--- config.mk ---
export PLATFORM = sky130hd
export DESIGN_NAME = sam_asic_top
export DESIGN_NICKNAME = d
export VERILOG_FILES = /design/src/source/asic_pkg.sv /design/src/source/asic_port_decoder.sv /design/src/source/memory_pager.sv /design/src/source/midi_transmitter.sv /design/src/source/dac_mixer.sv /design/src/source/sam_asic_top.sv
export SDC_FILE = /design/constraint.sdc
export NUM_CORES = 1
export LEC_CHECK = 0
export BUFFER_PORTS_ARGS = -buffer_cell sky130_fd_sc_hd__clkbuf_2
export CORE_MARGIN = 4
export CORE_UTILIZATION = 50
export DETAILED_ROUTE_END_ITERATION = 12
export PLACE_DENSITY_LB_ADDON = 0.05
export SKIP_CTS_REPAIR_TIMING = 1
export SLEW_MARGIN = 0
export SYNTH_ARGS = -nofsm -noshare
export SYNTH_HDL_FRONTEND = slang
export SYNTH_SLANG_ARGS = --single-unit
export TNS_END_PERCENT = 30
--- constraint.sdc ---
create_clock -name clk_sys -period 1.7 [get_ports clk_sys]
set_input_delay 0.255 -clock clk_sys [delete_from_list [all_inputs] [get_ports clk_sys]]
set_output_delay 0.255 -clock clk_sys [all_outputs]
set_load 0.005 [all_outputs]
--- src/source/asic_pkg.sv ---
// Shared definitions for the SAM Coupe I/O and paging block.
// Holds the bus and sample vector types, the I/O port numbers
// and the MIDI frame timing. Modules take it by wildcard import.

package asic_pkg;

	// ========================================
	// Vector types
	// ========================================

	// Byte on the port bus and in the ASIC registers
	typedef logic [7:0] data_t;

	// Full Z80 address
	typedef logic [15:0] cpu_addr_t;

	// I/O port number, low byte of the address
	typedef logic [7:0] port_t;

	// RAM page, top bit selects external RAM
	typedef logic [8:0] page_t;

	// Unsigned audio sample
	typedef logic [15:0] sample_t;

	// ========================================
	// Port numbers
	// ========================================

	localparam port_t PORT_EXT_C      = 8'd128;
	localparam port_t PORT_EXT_D      = 8'd129;
	localparam port_t PORT_LPT_DATA   = 8'd232;
	localparam port_t PORT_LPT_STROBE = 8'd233;
	localparam port_t PORT_STATUS     = 8'd249;
	localparam port_t PORT_LMPR       = 8'd250;
	localparam port_t PORT_HMPR       = 8'd251;
	localparam port_t PORT_MIDI       = 8'd253;
	localparam port_t PORT_BORDER     = 8'd254;

	// ========================================
	// MIDI timing, in microsecond ticks
	// ========================================

	// One byte at 31250 baud, 10 bits
	localparam int MIDI_FRAME_TICKS = 320;
	// Remaining count where the interrupt is raised
	localparam int MIDI_INT_TICK    = 15;

endpackage

--- src/source/asic_port_decoder.sv ---
// Port bus front end of the ASIC.
// Finds the rising edge of io_wr and turns the port number into a
// single-cycle write strobe for the addressed register. Also builds
// the combinational read byte for LMPR, HMPR and the status port.

`timescale 1ns/1ps

module asic_port_decoder
	import asic_pkg::*;
(
	input  logic      clk_sys,
	input  logic      reset,
	input  cpu_addr_t cpu_addr,
	input  logic      io_wr,
	input  logic      io_rd,
	input  data_t     lmpr,
	input  data_t     hmpr,
	input  logic      midi_int,
	output logic      lmpr_we,
	output logic      hmpr_we,
	output logic      ext_c_we,
	output logic      ext_d_we,
	output logic      midi_we,
	output logic      border_we,
	output logic      lpt_data_we,
	output logic      lpt_strobe_we,
	output data_t     rd_data
);

	port_t port;
	logic  wr_prev;
	logic  wr_edge;

	// Only the low address byte selects the port
	assign port = cpu_addr[7:0];

	// ========================================
	// Write edge detection
	// ========================================

	always_ff @(posedge clk_sys) begin
		if (reset) begin
			wr_prev <= 1'b0;
		end else begin
			wr_prev <= io_wr;
		end
	end

	// High for the first cycle of a write only
	assign wr_edge = io_wr & ~wr_prev;

	// Port numbers are distinct, so one strobe at most
	assign ext_c_we      = wr_edge & (port == PORT_EXT_C);
	assign ext_d_we      = wr_edge & (port == PORT_EXT_D);
	assign lpt_data_we   = wr_edge & (port == PORT_LPT_DATA);
	assign lpt_strobe_we = wr_edge & (port == PORT_LPT_STROBE);
	assign lmpr_we       = wr_edge & (port == PORT_LMPR);
	assign hmpr_we       = wr_edge & (port == PORT_HMPR);
	assign midi_we       = wr_edge & (port == PORT_MIDI);
	assign border_we     = wr_edge & (port == PORT_BORDER);

	// ========================================
	// Read multiplexer
	// ========================================

	always_comb begin
		rd_data = 8'hFF;
		if (io_rd) begin
			case (port)
				// Keyboard, line and frame bits idle high
				PORT_STATUS: rd_data = {3'b111, ~midi_int, 4'b1111};
				PORT_LMPR:   rd_data = lmpr;
				PORT_HMPR:   rd_data = hmpr;
				default:     rd_data = 8'hFF;
			endcase
		end
	end

endmodule

--- src/source/memory_pager.sv ---
// Memory paging registers and page arithmetic.
// Holds LMPR, HMPR and the two external RAM page ports, and maps
// the top two CPU address bits to a 9-bit RAM page, a ROM select
// and a write protect flag. The mapping is purely combinational.

`timescale 1ns/1ps

module memory_pager
	import asic_pkg::*;
(
	input  logic      clk_sys,
	input  logic      reset,
	input  cpu_addr_t cpu_addr,
	input  data_t     wr_data,
	input  logic      lmpr_we,
	input  logic      hmpr_we,
	input  logic      ext_c_we,
	input  logic      ext_d_we,
	output data_t     lmpr,
	output data_t     hmpr,
	output page_t     ram_page,
	output logic      rom_sel,
	output logic      ram_wp
);

	data_t      ext_c;
	data_t      ext_d;
	logic [1:0] quarter;
	logic [4:0] page_ab;
	logic [4:0] page_cd;
	logic       ext_sel;
	logic       rom0_sel;
	logic       rom1_sel;

	// ========================================
	// Page registers
	// ========================================

	always_ff @(posedge clk_sys) begin
		if (reset) begin
			lmpr  <= '0;
			hmpr  <= '0;
			ext_c <= '0;
			ext_d <= '0;
		end else begin
			if (lmpr_we)  lmpr  <= wr_data;
			if (hmpr_we)  hmpr  <= wr_data;
			if (ext_c_we) ext_c <= wr_data;
			if (ext_d_we) ext_d <= wr_data;
		end
	end

	// ========================================
	// Address mapping
	// ========================================

	assign quarter = cpu_addr[15:14];
	assign page_ab = lmpr[4:0];
	assign page_cd = hmpr[4:0];

	// External RAM covers the upper half when HMPR bit 7 is set
	assign ext_sel = hmpr[7] & cpu_addr[15];

	always_comb begin
		if (ext_sel) begin
			ram_page = quarter[0] ? {1'b1, ext_d} : {1'b1, ext_c};
		end else begin
			// Page plus one wraps within the 32 internal pages
			case (quarter)
				2'd0:    ram_page = {4'b0000, page_ab};
				2'd1:    ram_page = {4'b0000, 5'(page_ab + 5'd1)};
				2'd2:    ram_page = {4'b0000, page_cd};
				default: ram_page = {4'b0000, 5'(page_cd + 5'd1)};
			endcase
		end
	end

	// ROM0 is active low in LMPR, ROM1 active high
	assign rom0_sel = ~lmpr[5] & (quarter == 2'd0);
	assign rom1_sel =  lmpr[6] & (quarter == 2'd3);
	assign rom_sel  = (rom0_sel | rom1_sel) & ~ext_sel;

	// Write protect only guards the bottom quarter
	assign ram_wp = lmpr[7] & (quarter == 2'd0);

endmodule

--- src/source/midi_transmitter.sv ---
// MIDI transmit timing model.
// A divider makes a one-cycle tick every TICK_DIV clocks. A write
// to the MIDI port marks a byte pending, and the next idle tick
// starts a frame of MIDI_FRAME_TICKS ticks with midi_tx high.
// midi_int rises near the end of the frame, both drop when it ends.

`timescale 1ns/1ps

module midi_transmitter
	import asic_pkg::*;
#(
	parameter int TICK_DIV = 96
) (
	input  logic clk_sys,
	input  logic reset,
	input  logic midi_we,
	output logic midi_tx,
	output logic midi_int
);

	localparam int DIV_W = (TICK_DIV > 1) ? $clog2(TICK_DIV) : 1;

	logic [DIV_W-1:0] div_cnt;
	logic             tick;
	logic [8:0]       tx_time;
	logic             pending;

	// ========================================
	// Microsecond tick
	// ========================================

	always_ff @(posedge clk_sys) begin
		if (reset) begin
			div_cnt <= '0;
			tick    <= 1'b0;
		end else begin
			tick <= (div_cnt == DIV_W'(TICK_DIV - 1));
			if (div_cnt == DIV_W'(TICK_DIV - 1)) begin
				div_cnt <= '0;
			end else begin
				div_cnt <= div_cnt + 1'b1;
			end
		end
	end

	// ========================================
	// Frame timer
	// ========================================

	always_ff @(posedge clk_sys) begin
		if (reset) begin
			tx_time  <= '0;
			pending  <= 1'b0;
			midi_tx  <= 1'b0;
			midi_int <= 1'b0;
		end else begin
			if (tick) begin
				if (tx_time != '0) begin
					tx_time <= tx_time - 1'b1;
					if (tx_time == 9'(MIDI_INT_TICK)) midi_int <= 1'b1;
				end else begin
					midi_tx  <= 1'b0;
					midi_int <= 1'b0;
					if (pending) begin
						midi_tx <= 1'b1;
						tx_time <= 9'(MIDI_FRAME_TICKS - 1);
						pending <= 1'b0;
					end
				end
			end
			// New write wins over the tick that consumes the flag
			if (midi_we) pending <= 1'b1;
		end
	end

endmodule

--- src/source/dac_mixer.sv ---
// Parallel port stereo DAC and audio mixer.
// Port 232 latches a sample byte, port 233 bit 0 edges copy it to
// the left (rising) or right (falling) channel. The border beeper
// bit is added on top and both channels come out as 16-bit samples.

`timescale 1ns/1ps

module dac_mixer
	import asic_pkg::*;
(
	input  logic    clk_sys,
	input  logic    reset,
	input  data_t   wr_data,
	input  logic    border_we,
	input  logic    lpt_data_we,
	input  logic    lpt_strobe_we,
	output sample_t audio_l,
	output sample_t audio_r
);

	logic  beeper;
	data_t lpt_data;
	logic  strobe_prev;
	data_t vox_l;
	data_t vox_r;

	// Byte doubled to full scale plus beeper, top 16 of 19 bits
	function automatic sample_t mix(input data_t vox, input logic beep);
		logic [18:0] sum;
		sum = {1'b0, vox, vox, 2'b00} + {1'b0, beep, 17'd0};
		return sum[18:3];
	endfunction

	// ========================================
	// Port registers
	// ========================================

	always_ff @(posedge clk_sys) begin
		if (reset) begin
			beeper      <= 1'b0;
			lpt_data    <= '0;
			strobe_prev <= 1'b0;
			vox_l       <= '0;
			vox_r       <= '0;
		end else begin
			// Only the beeper bit of the border port matters here
			if (border_we)   beeper   <= wr_data[4];
			if (lpt_data_we) lpt_data <= wr_data;
			if (lpt_strobe_we) begin
				if (~strobe_prev & wr_data[0]) vox_l <= lpt_data;
				if (strobe_prev & ~wr_data[0]) vox_r <= lpt_data;
				strobe_prev <= wr_data[0];
			end
		end
	end

	assign audio_l = mix(vox_l, beeper);
	assign audio_r = mix(vox_r, beeper);

endmodule

--- src/source/sam_asic_top.sv ---
// Top level of the SAM Coupe I/O and paging block.
// Connects the port decoder to the pager, the MIDI transmitter
// and the DAC mixer. TICK_DIV sets clk_sys cycles per microsecond.

`timescale 1ns/1ps

module sam_asic_top
	import asic_pkg::*;
#(
	parameter int TICK_DIV = 96
) (
	input  logic      clk_sys,
	input  logic      reset,
	input  cpu_addr_t cpu_addr,
	input  data_t     wr_data,
	input  logic      io_wr,
	input  logic      io_rd,
	output data_t     rd_data,
	output page_t     ram_page,
	output logic      rom_sel,
	output logic      ram_wp,
	output logic      midi_tx,
	output logic      midi_int,
	output sample_t   audio_l,
	output sample_t   audio_r
);

	// Write strobes from the decoder
	logic lmpr_we;
	logic hmpr_we;
	logic ext_c_we;
	logic ext_d_we;
	logic midi_we;
	logic border_we;
	logic lpt_data_we;
	logic lpt_strobe_we;

	// Readback of the page registers
	data_t lmpr;
	data_t hmpr;

	asic_port_decoder decoder_i (
		.clk_sys       (clk_sys),
		.reset         (reset),
		.cpu_addr      (cpu_addr),
		.io_wr         (io_wr),
		.io_rd         (io_rd),
		.lmpr          (lmpr),
		.hmpr          (hmpr),
		.midi_int      (midi_int),
		.lmpr_we       (lmpr_we),
		.hmpr_we       (hmpr_we),
		.ext_c_we      (ext_c_we),
		.ext_d_we      (ext_d_we),
		.midi_we       (midi_we),
		.border_we     (border_we),
		.lpt_data_we   (lpt_data_we),
		.lpt_strobe_we (lpt_strobe_we),
		.rd_data       (rd_data)
	);

	memory_pager pager_i (
		.clk_sys  (clk_sys),
		.reset    (reset),
		.cpu_addr (cpu_addr),
		.wr_data  (wr_data),
		.lmpr_we  (lmpr_we),
		.hmpr_we  (hmpr_we),
		.ext_c_we (ext_c_we),
		.ext_d_we (ext_d_we),
		.lmpr     (lmpr),
		.hmpr     (hmpr),
		.ram_page (ram_page),
		.rom_sel  (rom_sel),
		.ram_wp   (ram_wp)
	);

	midi_transmitter #(
		.TICK_DIV (TICK_DIV)
	) midi_i (
		.clk_sys  (clk_sys),
		.reset    (reset),
		.midi_we  (midi_we),
		.midi_tx  (midi_tx),
		.midi_int (midi_int)
	);

	dac_mixer mixer_i (
		.clk_sys       (clk_sys),
		.reset         (reset),
		.wr_data       (wr_data),
		.border_we     (border_we),
		.lpt_data_we   (lpt_data_we),
		.lpt_strobe_we (lpt_strobe_we),
		.audio_l       (audio_l),
		.audio_r       (audio_r)
	);

endmodule

==> impl_results.md <==
* Initial Utilization at 0.519
* CTS Sinks at 79
* Status: finished with violations
* Post-synth top area cell: dfxtp_1
* Core area at 7290 um2
* Area Overhead vs Synth at 23.1%
* CTS buffer count at 9
* Clock power share at 0.434
* Clock Skews at between 0.009 and 0.01 ns
* Total Power at 3.64 mW
* N_diodes at 0
* Io pins at 81
* Fillers at 667
* Switching share of power at 0.237
* Crit path buf inv count at 1
* Die width at 95.0 um
* Psw at roughly 0.86 mW
* Cell Rows at 31
* Initial antenna violation count at 0
* H-tree depth at 3
* Total track usage at 0.200
* Flops & latches, synth at 79
* Max Root-Sink Buffers at 2
* Synth cell types at 47
* Routability congestion estimate at 0.805
* Final Critical Period at between 1.5 and 2 ns
* Most common cell after layout, fill and taps aside: nor2_1
* CTS root buffer: clkbuf_8
* Post-route ant nets at 0
* CTS tree: done
* Crit share post-route at 1.13
* First-pass GRT wire length at between 10000 and 15000 um
* Ratio of cells with drive above 1 in the final layout at 0.276
* Die Y at 95.0 um
* Critical Path Max Stage Delay at 0.33 ns
* Crit-path cells: mux2_4 > ha_4 > nand4_1 > xnor2_1 > o211ai_1 > o21ai_1 > buf_2
* Max Freq at 522 MHz
* Final Max Slew Viols at 0
* Die area at 9030 um2
* Routed wire length at between 8000 and 9000 um
* Hold WS at 0.222 ns
* Top FF cell, synth: dfxtp_1
* Unrepaired setup endpoints after global routing: yes
* Final WS setup at -0.217 ns
* Detailed placement HPWL at 6210 um
* Int Pwr at 2.78 mW
* Worst vdd ir at 0.000437 V
* P_leak at 2.05 nW
* Max stage delay cell, worst path: dfxtp_2
* Most frequent cells in the layout: nor2_1, dfxtp_1, mux2i_1, clkbuf_2, nand2_1
* Post-synth EDFFs at 0
* Worst Path Required at 1.44 ns
* Synth Instances at 399
* Maximum net fanout on the critical path at 3
* Sequential share of the synthesized area at 0.418
* Reg power frac at 0.512
* Setup crit start kind: flip-flop
* Syn_area_per_cell at 9.49 um2
* Drt drc at 0
* Via count at roughly 3000
* Synthesized area at 3790 um2
* CP delay by family, top: flip-flops
* Failing checks: setup timing
* Vias per inst at 5.18
* PD cells at 781 nW/um2
* Net Count, Synth at 433
* Top-area cell type share of the netlist area at 0.418
* Clk_lat worst skew at 0.35 ns
* YS warnings at 0
* Worst hold path type: in -> reg
* Worst Path Arrival at around 1.7 ns
* Measured slew at the worst slew-check pin at between 0.3 and 0.4 ns
* Largest net degree at the start of global routing at 50
* Routed len/inst at 14.8 um
* Final #Nets at 515
* Clock transition at path regs at 0.09 ns
* Synth top area cells: dfxtp_1, mux2i_1, nor2_1, buf_4, nand2_1
* Vias in the first global route at between 2000 and 3000
* DRT iter0 DRCs at 140
* # port buffers at 74
* Crit path kind: reg -> out
* Final hold violations at 0
* Slew HR at 0.731
* Max-capacitance violation count at 0
* Synth async-reset ratio at 0
* Gr ovfl total at 0
* Combinational power share at 0.054
* Pre-CTS setup slack at -0.174 ns
* Final setup viols at 4
* CP Capture Type: output port
* First-pass DRT Iterations at 5
==> through the flow <==
step	setup TNS [ns]	utilization	cell area, um2	cells
finish	-0.676	0.639	4660	585
global route	-1.01	0.639	4660	585
CTS	-0.939	0.631	4600	585
detailed placement	-0.411	0.600	4370	569
global placement	-0.339	0.600	4370	569
floorplan	0	-	3790	399
==> cells by family (layout without fill, tap and decap cells) <==
family,after synthesis,after routing,share of synthesized area
adders and majority gates,6,6,0.0198
and+or+nand+nor,155,155,0.220
buffers and inverters,37,124,0.0512
xor gates and xnor gates,13,13,0.0301
AOI/OAI and AO/OA,32,32,0.0568
muxes,77,77,0.204
DFF,79,79,0.418
==> flip-flops by register name, summed over array words and instances (netlist names), 7 cells and up <==
register and cells:
mixer_i.vox_r 8, pager_i.lmpr 8, midi_i.tx_time 9, pager_i.ext_d 8, pager_i.ext_c 8, mixer_i.lpt_data 8, pager_i.hmpr 8, mixer_i.vox_l 8
midi_i.div_cnt 7
==> worst paths after layout <==
path / cells past startpoint / to / slack [ns] / start
worst min register to register: 1 / midi_i.div_cnt[0] / 0.46 / midi_i.div_cnt[0]
worst max register to register: 5 / midi_i.tx_time[3] / 0.11 / midi_i.tx_time[0]
worst min-delay path: 2 / decoder_i.wr_prev / 0.22 / io_wr
worst max-delay path: 7 / ram_page[4] / -0.22 / pager_i.lmpr[0]
==> area by class of cell <==
class	count	area, um2	area share
Tap cell	99	124	0.0266
Timing Repair Buffer	100	636	0.136
Sequential cell	79	1590	0.340
Clock inverter	7	103	0.0220
Clock buffer	9	124	0.0266
Multi-Input combinational cell	283	2060	0.442
Inverter	8	30.0	0.00644
==> metal layers <==
layer,vias to the layer above,routed length [um],track usage,share of wire
li1,1543,-,-,-
met1,1424,4200,0.275,0.49
met2,56,4010,0.317,0.46
met3,6,329,0.0410,0.038
met4,0,87,0.0613,0.010
met5,-,0,0,0
==> worst reg2reg max path, cell delays in order, from the launching register on <==
cell     delay, ns
dfxtp_1       0.32
buf_4         0.14
nor4b_1       0.39
nor2b_1       0.31
nor2_1        0.09
o32ai_1       0.25
==> power groups by stage <==
stage / combinational (mW) / clock [mW] / sequential [mW]
2_1_floorplan: 0.101 / 0 / 1.91
3_3_place_gp: 0.194 / 0 / 1.91
3_5_place_dp: 0.197 / 0 / 1.91
4_1_cts: 0.197 / 1.61 / 1.86
5_1_grt: 0.215 / 1.72 / 1.86
6_report: 0.198 / 1.58 / 1.86
==> synth_stat cells (2+ instances only) <==
cell type	count
o211ai_1	4
a311oi_1	2
nor2_1	79
mux2_2	2
nor3_1	5
buf_4	14
nor3_4	2
a31oi_1	3
xor2_1	6
o21ai_0	7
buf_2	2
nand2_1	21
nand4_1	6
nand4bb_1	2
and3_1	2
mux2i_1	75
o31ai_1	3
nand3b_1	2
buf_1	3
nand4b_1	2
dfxtp_1	79
inv_1	8
a22oi_1	2
clkbuf_1	10
nor2b_1	3
a211o_1	2
nor4b_1	4
or3_1	3
nor4_4	2
nand2b_1	5
ha_1	6
xnor2_1	7
a21oi_1	5
nand3_1	8
Note: power is estimated with default switching activity, not from simulation.
